### config.mk
export PLATFORM = sky130hd
export DESIGN_NAME = controlUnit
export DESIGN_NICKNAME = d
export VERILOG_FILES = /design/src/source/decodePkg.sv /design/src/source/datapathDecoder.sv /design/src/source/branchDecoder.sv /design/src/source/controlMerge.sv /design/src/source/controlUnit.sv
export SDC_FILE = /design/constraint.sdc
export NUM_CORES = 1
export LEC_CHECK = 0
export BUFFER_PORTS_ARGS = -buffer_cell sky130_fd_sc_hd__buf_2
export CORE_MARGIN = 1.5
export CORE_UTILIZATION = 30
export DETAILED_ROUTE_END_ITERATION = 7
export GPL_ROUTABILITY_DRIVEN = 0
export SLEW_MARGIN = 25
export SYNTH_ARGS = -nofsm -noshare
export SYNTH_HDL_FRONTEND = slang
export SYNTH_SLANG_ARGS = --single-unit
### constraint.sdc
create_clock -name clk -period 2.06 [get_ports clk]
set_input_delay 0.309 -clock clk [delete_from_list [all_inputs] [get_ports clk]]
set_output_delay 0.309 -clock clk [all_outputs]
set_load 0.1 [all_outputs]
### src/source/decodePkg.sv
`default_nettype none

package decodePkg;

	localparam int OpWidth = 6;
	localparam int RegIdxWidth = 5;
	localparam int InstrWidth = 32;
	localparam int AluOpWidth = 5;
	localparam int MulDivOpWidth = 4;
	localparam int ExcCodeWidth = 5;

	// One word, two field layouts
	typedef union packed {
		struct packed {
			logic [OpWidth-1:0] op;
			logic [RegIdxWidth-1:0] rs;
			logic [RegIdxWidth-1:0] rt;
			logic [RegIdxWidth-1:0] rd;
			logic [RegIdxWidth-1:0] shamt;
			logic [OpWidth-1:0] funct;
		} r;
		struct packed {
			logic [OpWidth-1:0] op;
			logic [RegIdxWidth-1:0] rs;
			logic [RegIdxWidth-1:0] rt;
			logic [15:0] imm;
		} i;
	} instrWord_u;

	localparam logic [OpWidth-1:0] OpRtype = 6'b000000, OpRegimm = 6'b000001,
		OpSpecial2 = 6'b011100, OpJ = 6'b000010, OpJal = 6'b000011,
		OpBeq = 6'b000100, OpBne = 6'b000101, OpBlez = 6'b000110, OpBgtz = 6'b000111,
		OpBeql = 6'b010100, OpBnel = 6'b010101, OpBlezl = 6'b010110, OpBgtzl = 6'b010111,
		OpAddi = 6'b001000, OpAddiu = 6'b001001, OpSlti = 6'b001010, OpSltiu = 6'b001011,
		OpAndi = 6'b001100, OpOri = 6'b001101, OpXori = 6'b001110, OpLui = 6'b001111,
		OpLb = 6'b100000, OpLh = 6'b100001, OpLw = 6'b100011, OpLbu = 6'b100100,
		OpLhu = 6'b100101, OpSb = 6'b101000, OpSh = 6'b101001, OpSw = 6'b101011;

	localparam logic [OpWidth-1:0] FnSll = 6'b000000, FnSrl = 6'b000010, FnSra = 6'b000011,
		FnSllv = 6'b000100, FnSrlv = 6'b000110, FnSrav = 6'b000111, FnJr = 6'b001000,
		FnJalr = 6'b001001, FnSyscall = 6'b001100, FnBreak = 6'b001101, FnSync = 6'b001111,
		FnMfhi = 6'b010000, FnMthi = 6'b010001, FnMflo = 6'b010010, FnMtlo = 6'b010011,
		FnMult = 6'b011000, FnMultu = 6'b011001, FnDiv = 6'b011010, FnDivu = 6'b011011,
		FnAdd = 6'b100000, FnAddu = 6'b100001, FnSub = 6'b100010, FnSubu = 6'b100011,
		FnAnd = 6'b100100, FnOr = 6'b100101, FnXor = 6'b100110, FnNor = 6'b100111,
		FnSlt = 6'b101010, FnSltu = 6'b101011,
		FnMadd = 6'b000000, FnMaddu = 6'b000001, FnMsub = 6'b000100, FnMsubu = 6'b000101;

	localparam logic [RegIdxWidth-1:0] RtBltz = 5'b00000, RtBgez = 5'b00001,
		RtBltzl = 5'b00010, RtBgezl = 5'b00011, RtBltzal = 5'b10000, RtBgezal = 5'b10001,
		RtBltzall = 5'b10010, RtBgezall = 5'b10011;

	localparam logic [AluOpWidth-1:0] AluAdd = 5'd0, AluSub = 5'd1, AluOr = 5'd2,
		AluAnd = 5'd3, AluNor = 5'd4, AluXor = 5'd5, AluSll = 5'd6, AluSrl = 5'd7,
		AluSra = 5'd8, AluSlt = 5'd9, AluSltu = 5'd10, AluAddu = 5'd12, AluSubu = 5'd16,
		AluNone = 5'd31;

	localparam logic [MulDivOpWidth-1:0] MulDivMultu = 4'd0, MulDivMult = 4'd1,
		MulDivDivu = 4'd2, MulDivDiv = 4'd3, MulDivMaddu = 4'd4, MulDivMadd = 4'd5,
		MulDivMsub = 4'd6, MulDivMsubu = 4'd7;

	localparam logic [1:0] NpcSeq = 2'd0, NpcTaken = 2'd1, NpcTarget = 2'd2, NpcReg = 2'd3;
	localparam logic [1:0] ExtZero = 2'd0, ExtSign = 2'd1, ExtUpper = 2'd2;
	localparam logic [2:0] WbHilo = 3'd0, WbLui = 3'd1, WbAlu = 3'd2, WbLink = 3'd3,
		WbMem = 3'd4;
	localparam logic [1:0] RegDstRt = 2'd0, RegDstRd = 2'd1, RegDst31 = 2'd2;
	localparam logic [2:0] MemSizeWord = 3'b010, MemSizeByteU = 3'b011,
		MemSizeByte = 3'b100, MemSizeHalfU = 3'b101, MemSizeHalf = 3'b110;

	localparam logic [ExcCodeWidth-1:0] ExcRi = 5'd10, ExcBp = 5'd9, ExcSys = 5'd8;

	localparam logic [1:0] CmpNeg = 2'b10, CmpPos = 2'b01; // Zero is 00

endpackage

`default_nettype wire

### src/source/datapathDecoder.sv
`timescale 1ns/1ps
`default_nettype none

module datapathDecoder (
	input  decodePkg::instrWord_u instr,
	output logic regWrite,
	output logic [1:0] regDstSel,
	output logic [2:0] wbSel,
	output logic hiloWrite,
	output logic [1:0] hiloWriteSel,
	output logic hiloReadHi,
	output logic mulDivStart,
	output logic [decodePkg::AluOpWidth-1:0] aluOp,
	output logic aluShamtSel,
	output logic aluImmSel,
	output logic [decodePkg::MulDivOpWidth-1:0] mulDivOp,
	output logic [1:0] extOp,
	output logic memRead,
	output logic memWrite,
	output logic [2:0] memSize,
	output logic isBreak,
	output logic isSyscall,
	output logic dpKnown
);
	import decodePkg::*;

	always_comb begin
		regWrite = 1'b0;
		regDstSel = RegDstRt;
		wbSel = WbAlu;
		hiloWrite = 1'b0;
		hiloWriteSel = 2'b00; // MTLO path
		hiloReadHi = 1'b0;
		mulDivStart = 1'b0;
		aluOp = AluNone;
		aluShamtSel = 1'b0;
		aluImmSel = 1'b0;
		mulDivOp = MulDivMultu;
		extOp = ExtZero;
		memRead = 1'b0;
		memWrite = 1'b0;
		memSize = MemSizeWord;
		isBreak = 1'b0;
		isSyscall = 1'b0;
		dpKnown = 1'b1;
		case (instr.r.op)
			OpRtype: begin
				regDstSel = RegDstRd;
				case (instr.r.funct)
					FnAdd: aluOp = AluAdd;
					FnAddu: aluOp = AluAddu;
					FnSub: aluOp = AluSub;
					FnSubu: aluOp = AluSubu;
					FnAnd: aluOp = AluAnd;
					FnOr: aluOp = AluOr;
					FnXor: aluOp = AluXor;
					FnNor: aluOp = AluNor;
					FnSlt: aluOp = AluSlt;
					FnSltu: aluOp = AluSltu;
					FnSllv, FnSll: aluOp = AluSll;
					FnSrlv, FnSrl: aluOp = AluSrl;
					FnSrav, FnSra: aluOp = AluSra;
					default: aluOp = AluNone;
				endcase
				aluShamtSel = (instr.r.funct == FnSll) || (instr.r.funct == FnSrl) ||
					(instr.r.funct == FnSra); // Shift by shamt field
				case (instr.r.funct)
					FnMfhi, FnMflo: begin
						regWrite = 1'b1;
						wbSel = WbHilo;
						hiloReadHi = (instr.r.funct == FnMfhi);
					end
					FnMthi, FnMtlo: begin
						hiloWrite = 1'b1;
						hiloWriteSel = (instr.r.funct == FnMthi) ? 2'b01 : 2'b00;
					end
					FnMult, FnMultu, FnDiv, FnDivu: begin
						hiloWrite = 1'b1;
						hiloWriteSel = 2'b10; // Result from mul/div unit
						mulDivStart = 1'b1;
						mulDivOp = {2'b00, instr.r.funct[1], ~instr.r.funct[0]};
					end
					FnJalr: begin
						regWrite = 1'b1;
						regDstSel = RegDst31;
						wbSel = WbLink;
					end
					FnBreak: isBreak = 1'b1;
					FnSyscall: isSyscall = 1'b1;
					FnJr, FnSync: ;
					default: begin
						regWrite = (aluOp != AluNone);
						dpKnown = (aluOp != AluNone);
					end
				endcase
			end
			OpSpecial2: begin
				hiloWrite = 1'b1;
				hiloWriteSel = 2'b10;
				mulDivStart = 1'b1;
				case (instr.r.funct)
					FnMaddu: mulDivOp = MulDivMaddu;
					FnMadd: mulDivOp = MulDivMadd;
					FnMsub: mulDivOp = MulDivMsub;
					FnMsubu: mulDivOp = MulDivMsubu;
					default: begin
						hiloWrite = 1'b0;
						mulDivStart = 1'b0;
						dpKnown = 1'b0;
					end
				endcase
			end
			OpAddi, OpAddiu, OpSlti, OpSltiu, OpAndi, OpOri, OpXori, OpLui: begin
				regWrite = 1'b1;
				aluImmSel = 1'b1;
				extOp = instr.i.op[2] ? ExtZero : ExtSign; // Logical ops zero-extend
				case (instr.i.op)
					OpAddi: aluOp = AluAdd;
					OpAddiu: aluOp = AluAddu;
					OpSlti: aluOp = AluSlt;
					OpSltiu: aluOp = AluSltu;
					OpAndi: aluOp = AluAnd;
					OpOri: aluOp = AluOr;
					OpXori: aluOp = AluXor;
					default: begin
						extOp = ExtUpper; // LUI
						wbSel = WbLui;
					end
				endcase
			end
			OpLb, OpLbu, OpLh, OpLhu, OpLw, OpSb, OpSh, OpSw: begin
				aluOp = AluAdd; // Address calc
				aluImmSel = 1'b1;
				extOp = ExtSign;
				memWrite = instr.i.op[3];
				memRead = ~instr.i.op[3];
				regWrite = ~instr.i.op[3];
				wbSel = WbMem;
				case (instr.i.op)
					OpLb, OpSb: memSize = MemSizeByte;
					OpLbu: memSize = MemSizeByteU;
					OpLh, OpSh: memSize = MemSizeHalf;
					OpLhu: memSize = MemSizeHalfU;
					default: memSize = MemSizeWord;
				endcase
			end
			OpJal: begin
				regWrite = 1'b1;
				regDstSel = RegDst31;
				wbSel = WbLink;
			end
			OpRegimm: begin
				// Linking forms have rt[4] set
				if (instr.i.rt[4] && (instr.i.rt[3:2] == 2'b00)) begin
					regWrite = 1'b1;
					regDstSel = RegDst31;
					wbSel = WbLink;
				end
				dpKnown = 1'b0;
			end
			default: dpKnown = 1'b0;
		endcase
	end

endmodule

`default_nettype wire

### src/source/branchDecoder.sv
`timescale 1ns/1ps
`default_nettype none

module branchDecoder (
	input  decodePkg::instrWord_u instr,
	input  logic cmpEqual,
	input  logic [1:0] cmpSign,
	output logic [1:0] npcOp,
	output logic isBranch,
	output logic branchFlush,
	output logic jump,
	output logic brKnown
);
	import decodePkg::*;

	logic taken;
	logic likely;

	always_comb begin
		taken = 1'b0;
		likely = 1'b0;
		isBranch = 1'b1;
		case (instr.i.op)
			OpBeq, OpBeql: taken = cmpEqual;
			OpBne, OpBnel: taken = ~cmpEqual;
			OpBlez, OpBlezl: begin
				taken = (cmpSign != CmpPos);
				isBranch = (instr.i.rt == '0);
			end
			OpBgtz, OpBgtzl: begin
				taken = (cmpSign == CmpPos);
				isBranch = (instr.i.rt == '0);
			end
			OpRegimm: begin
				case (instr.i.rt)
					RtBltz, RtBltzl, RtBltzal, RtBltzall: taken = (cmpSign == CmpNeg);
					RtBgez, RtBgezl, RtBgezal, RtBgezall: taken = (cmpSign != CmpNeg);
					default: isBranch = 1'b0;
				endcase
				likely = instr.i.rt[1]; // L forms
			end
			default: isBranch = 1'b0;
		endcase
		if (instr.i.op[4])
			likely = 1'b1; // BEQL..BGTZL opcodes
		taken = taken & isBranch;
		likely = likely & isBranch;
	end

	always_comb begin
		brKnown = isBranch;
		if (taken)
			npcOp = NpcTaken;
		else
			npcOp = NpcSeq;
		if ((instr.i.op == OpJ) || (instr.i.op == OpJal)) begin
			npcOp = NpcTarget;
			brKnown = 1'b1;
		end else if ((instr.r.op == OpRtype) &&
			((instr.r.funct == FnJr) || (instr.r.funct == FnJalr))) begin
			npcOp = NpcReg;
			brKnown = 1'b1;
		end
	end

	assign branchFlush = likely & ~taken; // Squash delay slot
	assign jump = (npcOp != NpcSeq);

endmodule

`default_nettype wire

### src/source/controlMerge.sv
`timescale 1ns/1ps
`default_nettype none

module controlMerge (
	input  logic clk,
	input  logic rst,
	input  logic instrValid,
	input  logic fetchException,
	input  logic [decodePkg::ExcCodeWidth-1:0] fetchExcCode,
	input  logic ifFlush,
	input  logic decRegWrite,
	input  logic [1:0] decRegDstSel,
	input  logic [2:0] decWbSel,
	input  logic decHiloWrite,
	input  logic [1:0] decHiloWriteSel,
	input  logic decHiloReadHi,
	input  logic decMulDivStart,
	input  logic [decodePkg::AluOpWidth-1:0] decAluOp,
	input  logic decAluShamtSel,
	input  logic decAluImmSel,
	input  logic [decodePkg::MulDivOpWidth-1:0] decMulDivOp,
	input  logic [1:0] decExtOp,
	input  logic decMemRead,
	input  logic decMemWrite,
	input  logic [2:0] decMemSize,
	input  logic isBreak,
	input  logic isSyscall,
	input  logic dpKnown,
	input  logic [1:0] decNpcOp,
	input  logic decIsBranch,
	input  logic decBranchFlush,
	input  logic decJump,
	input  logic brKnown,
	output logic ctrlValid,
	output logic exception,
	output logic [decodePkg::ExcCodeWidth-1:0] excCode,
	output logic regWrite,
	output logic [1:0] regDstSel,
	output logic [2:0] wbSel,
	output logic hiloWrite,
	output logic [1:0] hiloWriteSel,
	output logic hiloReadHi,
	output logic mulDivStart,
	output logic [decodePkg::AluOpWidth-1:0] aluOp,
	output logic aluShamtSel,
	output logic aluImmSel,
	output logic [decodePkg::MulDivOpWidth-1:0] mulDivOp,
	output logic [1:0] extOp,
	output logic memRead,
	output logic memWrite,
	output logic [2:0] memSize,
	output logic [1:0] npcOp,
	output logic isBranch,
	output logic branchFlush,
	output logic jump
);
	import decodePkg::*;

	logic ri;
	logic excNext;
	logic [ExcCodeWidth-1:0] excCodeNext;

	assign ri = ~dpKnown & ~brKnown; // Neither decoder claims it

	always_comb begin
		excNext = 1'b1;
		excCodeNext = '0;
		if (fetchException)
			excCodeNext = fetchExcCode;
		else if (ri && !ifFlush)
			excCodeNext = ExcRi;
		else if (isBreak)
			excCodeNext = ExcBp;
		else if (isSyscall)
			excCodeNext = ExcSys;
		else
			excNext = 1'b0;
	end

	always_ff @(posedge clk) begin
		if (!rst) begin
			ctrlValid <= 1'b0;
			exception <= 1'b0;
			regWrite <= 1'b0;
			hiloWrite <= 1'b0;
			mulDivStart <= 1'b0;
			memRead <= 1'b0;
			memWrite <= 1'b0;
			npcOp <= NpcSeq;
			isBranch <= 1'b0;
			branchFlush <= 1'b0;
			jump <= 1'b0;
		end else begin
			ctrlValid <= instrValid;
			exception <= excNext & instrValid;
			regWrite <= decRegWrite & instrValid;
			hiloWrite <= decHiloWrite & instrValid;
			mulDivStart <= decMulDivStart & instrValid;
			memRead <= decMemRead & instrValid;
			memWrite <= decMemWrite & instrValid;
			npcOp <= instrValid ? decNpcOp : NpcSeq;
			isBranch <= decIsBranch & instrValid;
			branchFlush <= decBranchFlush & instrValid;
			jump <= decJump & instrValid;
		end
	end

	// Payload fields, meaningful only with ctrlValid
	always_ff @(posedge clk) begin
		excCode <= excCodeNext;
		regDstSel <= decRegDstSel;
		wbSel <= decWbSel;
		hiloWriteSel <= decHiloWriteSel;
		hiloReadHi <= decHiloReadHi;
		aluOp <= decAluOp;
		aluShamtSel <= decAluShamtSel;
		aluImmSel <= decAluImmSel;
		mulDivOp <= decMulDivOp;
		extOp <= decExtOp;
		memSize <= decMemSize;
	end

endmodule

`default_nettype wire

### src/source/controlUnit.sv
`timescale 1ns/1ps
`default_nettype none

module controlUnit (
	input  logic clk,
	input  logic rst,
	input  logic instrValid,
	input  decodePkg::instrWord_u instr,
	input  logic cmpEqual,
	input  logic [1:0] cmpSign,
	input  logic fetchException,
	input  logic [decodePkg::ExcCodeWidth-1:0] fetchExcCode,
	input  logic ifFlush,
	output logic ctrlValid,
	output logic exception,
	output logic [decodePkg::ExcCodeWidth-1:0] excCode,
	output logic regWrite,
	output logic [1:0] regDstSel,
	output logic [2:0] wbSel,
	output logic hiloWrite,
	output logic [1:0] hiloWriteSel,
	output logic hiloReadHi,
	output logic mulDivStart,
	output logic [decodePkg::AluOpWidth-1:0] aluOp,
	output logic aluShamtSel,
	output logic aluImmSel,
	output logic [decodePkg::MulDivOpWidth-1:0] mulDivOp,
	output logic [1:0] extOp,
	output logic memRead,
	output logic memWrite,
	output logic [2:0] memSize,
	output logic [1:0] npcOp,
	output logic isBranch,
	output logic branchFlush,
	output logic jump
);
	import decodePkg::*;

	logic dRegWrite, dHiloWrite, dHiloReadHi, dMulDivStart, dAluShamtSel, dAluImmSel;
	logic dMemRead, dMemWrite, isBreak, isSyscall, dpKnown;
	logic [1:0] dRegDstSel, dHiloWriteSel, dExtOp, bNpcOp;
	logic [2:0] dWbSel, dMemSize;
	logic [AluOpWidth-1:0] dAluOp;
	logic [MulDivOpWidth-1:0] dMulDivOp;
	logic bIsBranch, bBranchFlush, bJump, brKnown;

	datapathDecoder datapathDecoder_inst (
		.instr(instr), .regWrite(dRegWrite), .regDstSel(dRegDstSel), .wbSel(dWbSel),
		.hiloWrite(dHiloWrite), .hiloWriteSel(dHiloWriteSel), .hiloReadHi(dHiloReadHi),
		.mulDivStart(dMulDivStart), .aluOp(dAluOp), .aluShamtSel(dAluShamtSel),
		.aluImmSel(dAluImmSel), .mulDivOp(dMulDivOp), .extOp(dExtOp),
		.memRead(dMemRead), .memWrite(dMemWrite), .memSize(dMemSize),
		.isBreak(isBreak), .isSyscall(isSyscall), .dpKnown(dpKnown)
	);

	branchDecoder branchDecoder_inst (
		.instr(instr), .cmpEqual(cmpEqual), .cmpSign(cmpSign), .npcOp(bNpcOp),
		.isBranch(bIsBranch), .branchFlush(bBranchFlush), .jump(bJump), .brKnown(brKnown)
	);

	controlMerge controlMerge_inst (
		.clk(clk), .rst(rst), .instrValid(instrValid), .fetchException(fetchException),
		.fetchExcCode(fetchExcCode), .ifFlush(ifFlush),
		.decRegWrite(dRegWrite), .decRegDstSel(dRegDstSel), .decWbSel(dWbSel),
		.decHiloWrite(dHiloWrite), .decHiloWriteSel(dHiloWriteSel),
		.decHiloReadHi(dHiloReadHi), .decMulDivStart(dMulDivStart), .decAluOp(dAluOp),
		.decAluShamtSel(dAluShamtSel), .decAluImmSel(dAluImmSel), .decMulDivOp(dMulDivOp),
		.decExtOp(dExtOp), .decMemRead(dMemRead), .decMemWrite(dMemWrite),
		.decMemSize(dMemSize), .isBreak(isBreak), .isSyscall(isSyscall), .dpKnown(dpKnown),
		.decNpcOp(bNpcOp), .decIsBranch(bIsBranch), .decBranchFlush(bBranchFlush),
		.decJump(bJump), .brKnown(brKnown),
		.ctrlValid(ctrlValid), .exception(exception), .excCode(excCode),
		.regWrite(regWrite), .regDstSel(regDstSel), .wbSel(wbSel), .hiloWrite(hiloWrite),
		.hiloWriteSel(hiloWriteSel), .hiloReadHi(hiloReadHi), .mulDivStart(mulDivStart),
		.aluOp(aluOp), .aluShamtSel(aluShamtSel), .aluImmSel(aluImmSel),
		.mulDivOp(mulDivOp), .extOp(extOp), .memRead(memRead), .memWrite(memWrite),
		.memSize(memSize), .npcOp(npcOp), .isBranch(isBranch), .branchFlush(branchFlush),
		.jump(jump)
	);

endmodule

`default_nettype wire

==> impl_metrics.py, run 1 <==
metrics = {
    "run_status": {
        "status": "finished clean",
    },
    "final_layout": {
        "diodes": 0,
        "fin_util": 0.4384,
        "fin_nets": 385,
        "drive_gt1_frac": 0.3839,
        "n_fill_cell": 642,
        "syn_to_final_growth_pct": 41.54,
    },
    "critical_path": {
        "path_buf_inv": 2,
        "endpoint_kind": "flop",
        "cp_max_fo": 4,
        "cp-start-kind": "input pin",
        "required_ns": 2.28,
        "worstPathArrival_ns": 2.14,
        "crit_family": "compound AO/OA/AOI/OAI gates",
        "crit_type": "in2reg",
        "crit_path_top_delay_cell": "or4_4",
        "max_stage_delay_ns": 0.54,
        "cp_cell_sequence": "buf_2 > inv_1 > ha_2 > or4_4 > a32oi_2 > o221ai_2 > o31ai_2 > a211oi_2 > a21oi_1",
    },
    "pwr": {
        "p_leak_nw": 1.293,
        "switching_power_w": 0.0006268,
        "pwr-share-clk": 0.319,
        "peakVddDrop_mv": 0.4540,
        "switching_share": 0.3239,
        "p_total_w": 0.001935,
        "power_density_nw_per_um2": 695.2,
        "p_int_w": 0.001309,
        "pwr-share-seq": 0.416,
        "comb_power_share": 0.266,
    },
    "sta": {
        "period_needed_ns": 1.922,
        "slew_headroom": 0.5917,
        "finalSetupTns_ns": 0,
        "setup_viol": 0,
        "timing.fmax_mhz": 520.3,
        "post-route-period-util": 0.9330,
        "slew_viol_final": 0,
        "worst_slew_pin_slew_ns": 0.6106,
        "hold_violations": 0,
        "rsz0062_at_grt": "no",
    },
    "logic_synthesis": {
        "yosysMostFrequentCell": "dfxtp_1",
        "yosysSeqAreaShare": 0.4071,
        "synth_top_area_cell": "dfxtp_1",
        "syn_inst": 232,
        "ys_ff_latch": 40,
        "synth-edff-count": 0,
        "synthTopCellsByArea": "dfxtp_1, nor2_1, nand2b_1, nand2_1, a21oi_1",
        "synthArstFlopShare": 0,
        "ys_top_cells_by_count": "dfxtp_1, nor2_1, nand2_1",
        "synth_area_sq_um": 1967,
        "ys_warn_count": 0,
        "syn_avg_cell_area_sq_um": 8.478,
        "syn_nets": 282,
        "synth-main-ff-cell": "dfxtp_1",
        "ys_types": 58,
        "synth_top_area_frac": 0.4071,
    },
    "routing": {
        "wl_per_cell_um": 13.34,
        "viasPerCell": 5.015,
        "drt_wl_total_um": 5509,
        "drc": 0,
        "ant_nets": 0,
        "vias": 2071,
        "firstDrtPassIters": 4,
        "dr.first_iter.drc_count": 64,
    },
    "grt": {
        "grt_pass1_wl_um": 9073,
        "globalRouteTotalUtil": 0.1581,
        "grt_pass1_vias": 1963,
        "overflow": 0,
        "grt_max_degree": 22,
        "antenna_found_initial": 0,
    },
    "clocking": {
        "cts_setup_buffers": 0,
        "htree_levels": 2,
        "cts_buffers": 5,
        "root_buffer": "clkbuf_8",
        "cts_tree": "built",
        "clkSlewWorstSetupHoldPaths_ns": 0.07,
        "cts.sinks": 40,
        "cts_max_path_buffers": 2,
    },
    "floorplan": {
        "start_util": 0.3098,
        "dieArea_sq_um": 7051,
        "die_h_um": 83.97,
        "fp-row-count": 29,
        "fp.dieW_um": 83.97,
        "core_area_sq_um": 6350,
        "boundaryPins": 86,
    },
    "placement": {
        "place_hpwl_um": 4393,
        "portBuffers": 69,
    },
    "run": {
        "cap_violations": 0,
    },
    "worst_hold_path": {
        "hp-class": "in2reg",
    },
}
## logic make-up after synthesis
group,count (synthesis),share of synthesized area
simple gates,101,0.2831
compound gates,57,0.2042
flops,40,0.4071
buf+inv,24,0.05280
fa+ha+maj,5,0.03181
xor+xnor,2,0.008907
mux,2,0.01018
other cells,1,0.001907
## metal layers
layer  up-vias  share of wire  GRT usage
met3        17          0.056    0.03759
met2        71           0.45     0.2471
met4         0          0.030    0.07899
met1       951           0.46     0.2030
li1       1032              -          -
met5         -              0          0
## power groups by stage
stage                     logic [W]  clock network [W]  registers, W
after floorplan            0.000161                  0       0.00102
after global routing       0.000546           0.000664      0.000807
after global placement     0.000500                  0      0.000822
final                      0.000514           0.000617      0.000804
after CTS                  0.000504           0.000634      0.000805
after detailed placement   0.000503                  0      0.000823
## timing repair
| item | 4_1_cts | 5_1_grt |
|---|---|---|
| gates resized for setup | 0 | 7 |
| hold buffers | 0 | 0 |
| hold endpoints to repair | 0 | 0 |
| setup endpoints to repair | 0 | 4 |
## sequential cells by signal, indices dropped and copies added, names as in the netlist
| signal | cells |
|---|---|
| controlMerge_inst.aluImmSel | 1 |
| controlMerge_inst.aluOp | 5 |
| controlMerge_inst.aluShamtSel | 1 |
| controlMerge_inst.branchFlush | 1 |
| controlMerge_inst.ctrlValid | 1 |
| controlMerge_inst.excCode | 5 |
| controlMerge_inst.exception | 1 |
| controlMerge_inst.extOp | 2 |
| controlMerge_inst.hiloReadHi | 1 |
| controlMerge_inst.hiloWrite | 1 |
| controlMerge_inst.hiloWriteSel | 2 |
| controlMerge_inst.isBranch | 1 |
| controlMerge_inst.jump | 1 |
| controlMerge_inst.memRead | 1 |
| controlMerge_inst.memSize | 3 |
| controlMerge_inst.memWrite | 1 |
| controlMerge_inst.mulDivOp | 3 |
| controlMerge_inst.mulDivStart | 1 |
| controlMerge_inst.npcOp | 2 |
| controlMerge_inst.regDstSel | 2 |
| controlMerge_inst.regWrite | 1 |
| controlMerge_inst.wbSel | 3 |
## cell usage in the layout (no fill, tap or decap), types with 3 or more instances in the layout
| master | instances |
|---|---|
| o22ai_1 | 3 |
| o32ai_1 | 3 |
| o21ai_0 | 5 |
| nor2b_1 | 5 |
| clkbuf_8 | 5 |
| nand2_1 | 18 |
| nand2b_1 | 11 |
| buf_4 | 39 |
| a21oi_1 | 13 |
| o21ai_1 | 3 |
| nor3_1 | 6 |
| and2_1 | 6 |
| ha_1 | 3 |
| or3_1 | 4 |
| or2_1 | 3 |
| nand3_1 | 4 |
| o211ai_1 | 3 |
| o31ai_1 | 3 |
| nor2_1 | 24 |
| a31oi_1 | 4 |
| nor3b_1 | 4 |
| dfxtp_1 | 40 |
| inv_1 | 10 |
| buf_2 | 69 |
## through the flow
stage          worst slack [ns]  hold slack (ns)  std cells  cell area, sq um
2_1_floorplan            0.1091           0.4015        232              1967
3_3_place_gp            -0.1574           0.5183        405              2643
3_5_place_dp            -0.2134           0.5204        405              2643
4_1_cts                 0.08650           0.2228        413              2750
5_1_grt                 0.03317           0.2213        413              2784
6_report                 0.1381           0.2259        413              2784
## path summary, 6_finish.rpt
check	slack [ns]	end	from	cells after the start
worst max-delay path	0.14	controlMerge_inst.excCode[3]	instr[1]	9
worst min-delay path	0.23	controlMerge_inst.excCode[1]	fetchExcCode[1]	3
## tightest hold or removal path: stages
cell	delay, ns
buf_2	0.07
nand2_1	0.04
o21ai_1	0.05
## area by class of cell
class	instances	area (sq um)	area share
multi-input combinational	168	1096	0.3937
sequential	40	800.8	0.2876
clock inverter	2	35.03	0.01258
tap	77	96.34	0.03461
clock buffer	6	72.57	0.02607
timing repair buffer	108	638.1	0.2292
inverter	12	45.04	0.01618
Note: power is estimated with default switching activity, not from simulation.
==> inputs of run 2 (changes only) <==
--- a/config.mk
+++ b/config.mk
@@ -9,5 +9,6 @@
 export CORE_MARGIN = 1.5
-export CORE_UTILIZATION = 30
+export CORE_UTILIZATION = 42
 export DETAILED_ROUTE_END_ITERATION = 7
 export GPL_ROUTABILITY_DRIVEN = 0
+export PLACE_DENSITY = 0.75
 export SLEW_MARGIN = 25
==> constraint.sdc (replaced) <==
create_clock -name clk -period 2.06 [get_ports clk]
set_input_delay 0.412 -clock clk [delete_from_list [all_inputs] [get_ports clk]]
set_output_delay 0.412 -clock clk [all_outputs]
set_load 0.1 [all_outputs]
==> impl_metrics.py, run 2 (synthesized netlist as in run 1, its figures left out) <==
metrics = {
    "placement": {
        "place_hpwl_um": 4055,
        "place_area_sq_um": 2664,
        "portBuffers": 69,
        "pre_cts_ws_ns": -0.2562,
    },
    "grt": {
        "grt_pass1_wl_um": 8549,
        "overflow": 0,
        "antenna_found_initial": 0,
        "grt_pass1_vias": 1960,
        "grt_max_degree": 22,
        "globalRouteTotalUtil": 0.2112,
    },
    "critical_path": {
        "required_ns": 2.28,
        "cp-start-kind": "input pin",
        "crit_type": "in2reg",
        "worstPathArrival_ns": 2.19,
        "max_stage_delay_ns": 0.52,
        "cp_max_fo": 5,
        "crit_path_top_delay_cell": "or4_4",
        "cp_cell_sequence": "buf_4 > inv_2 > ha_2 > or4_4 > a32oi_2 > o221ai_2 > o31ai_2 > a211oi_2 > a21oi_1",
        "endpoint_kind": "flop",
    },
    "routing": {
        "vias": 2106,
        "wl_per_cell_um": 13.59,
        "dr.first_iter.drc_count": 159,
        "drc": 6,
        "viasPerCell": 5.345,
        "firstDrtPassIters": 6,
        "ant_nets": 0,
        "drt_wl_total_um": 5354,
    },
    "sta": {
        "period_needed_ns": 1.976,
        "setup_viol": 0,
        "hold_violations": 0,
        "layout_setup_ws_ns": 0.08399,
        "slew_viol_final": 0,
        "timing.fmax_mhz": 506.1,
        "worst_slew_pin_slew_ns": 0.6034,
        "post-route-period-util": 0.9592,
        "finalSetupTns_ns": 0,
        "slew_headroom": 0.5965,
    },
    "final_layout": {
        "fin_util": 0.6292,
        "final_cell_mix": "buf_2, buf_4, dfxtp_1, nor2_1, nand2_1",
        "mostFrequentLayoutCell": "buf_2",
        "fin_area_sq_um": 2796,
        "reg_top3": "controlMerge_inst.aluOp x5, controlMerge_inst.excCode x5",
        "drive_gt1_frac": 0.4035,
        "diodes": 0,
        "n_fill_cell": 396,
        "fin_nets": 392,
        "syn_to_final_growth_pct": 42.18,
    },
    "floorplan": {
        "boundaryPins": 86,
        "start_util": 0.4426,
        "fp-row-count": 24,
        "die_h_um": 71.43,
        "dieArea_sq_um": 5102,
        "core_area_sq_um": 4444,
        "fp.dieW_um": 71.43,
    },
    "pwr": {
        "p_leak_nw": 1.308,
        "p_total_w": 0.001813,
        "power_density_nw_per_um2": 648.5,
        "peakVddDrop_mv": 0.3963,
    },
    "run_status": {
        "status": "finished with violations",
        "violations": "DRC",
    },
    "clocking": {
        "clkSlewWorstSetupHoldPaths_ns": 0.07,
        "root_buffer": "clkbuf_8",
        "ctsHoldBuffers": 0,
        "htree_levels": 2,
        "cts.sinks": 40,
        "cts_tree": "built",
        "cts_max_path_buffers": 2,
        "cts_buffers": 5,
    },
    "worst_hold_path": {
        "hold-path-endpoint": "controlMerge_inst.excCode[0]",
        "hp-class": "in2reg",
        "holdPathStages": 3,
        "hp-start": "fetchExcCode[0]",
    },
    "run": {
        "cap_violations": 0,
    },
}
[run 2: worst max-delay path by stage]
| stage | start | end | slack (ns) |
|---|---|---|---|
| floorplan | instr[1] | controlMerge_inst.excCode[3] | 0.006 |
| global placement | instr[0] | controlMerge_inst.excCode[3] | -0.22 |
| detailed placement | instr[1] | controlMerge_inst.excCode[3] | -0.26 |
| CTS | instr[1] | controlMerge_inst.excCode[3] | 0.03 |
| global route | instr[1] | controlMerge_inst.excCode[1] | -0.05 |
| finish | instr[0] | controlMerge_inst.excCode[3] | 0.08 |
[run 2: where the power goes]
group | internal [W] | total (W) | leakage, nW | switching (W)
Sequential | 0.000799 | 0.000805 | 0.327 | 0.00000549
Combinational | 0.000162 | 0.000530 | 0.940 | 0.000368
Clock | 0.000230 | 0.000478 | 0.0410 | 0.000248
[run 2: final cells by class]
| cell class | count | area [sq um] | area share |
|---|---|---|---|
| Multi-Input combinational cell | 168 | 1115 | 0.3987 |
| Sequential cell | 40 | 800.8 | 0.2864 |
| Timing Repair Buffer | 115 | 693.2 | 0.2479 |
| Clock buffer | 6 | 72.57 | 0.02595 |
| Tap cell | 52 | 65.06 | 0.02327 |
| Inverter | 12 | 45.04 | 0.01611 |
| Clock inverter | 1 | 5.005 | 0.001790 |
[run 2: what timing repair did]
item                       CTS  global route
resized for setup            0            14
hold endpoints to repair     0             0
setup endpoints to repair    0             3
setup buffers                0             0
[run 2: worst max-delay path: cells and delay by family]
kind	cells	cell delay, ns
AO/OA/AOI/OAI	5	0.87
buffers and inverters	2	0.18
adder cells (fa/ha/maj)	1	0.21
AND/OR/NAND/NOR	1	0.52
[run 2: routing by layer]
metal	up-vias	GRT usage	wire, um
li1	1053	-	-
met1	957	0.2731	2329
met2	90	0.3448	2593
met3	6	0.04782	362
met4	0	0.07906	68
met5	-	0	0
[run 2: per-stage QoR]
step / hold WS, ns / cells
after floorplan: 0.5045 / 232
after global placement: 0.6232 / 387
after CTS: 0.3295 / 394
after global routing: 0.3412 / 394
after detailed placement: 0.6208 / 387
final: 0.3295 / 394
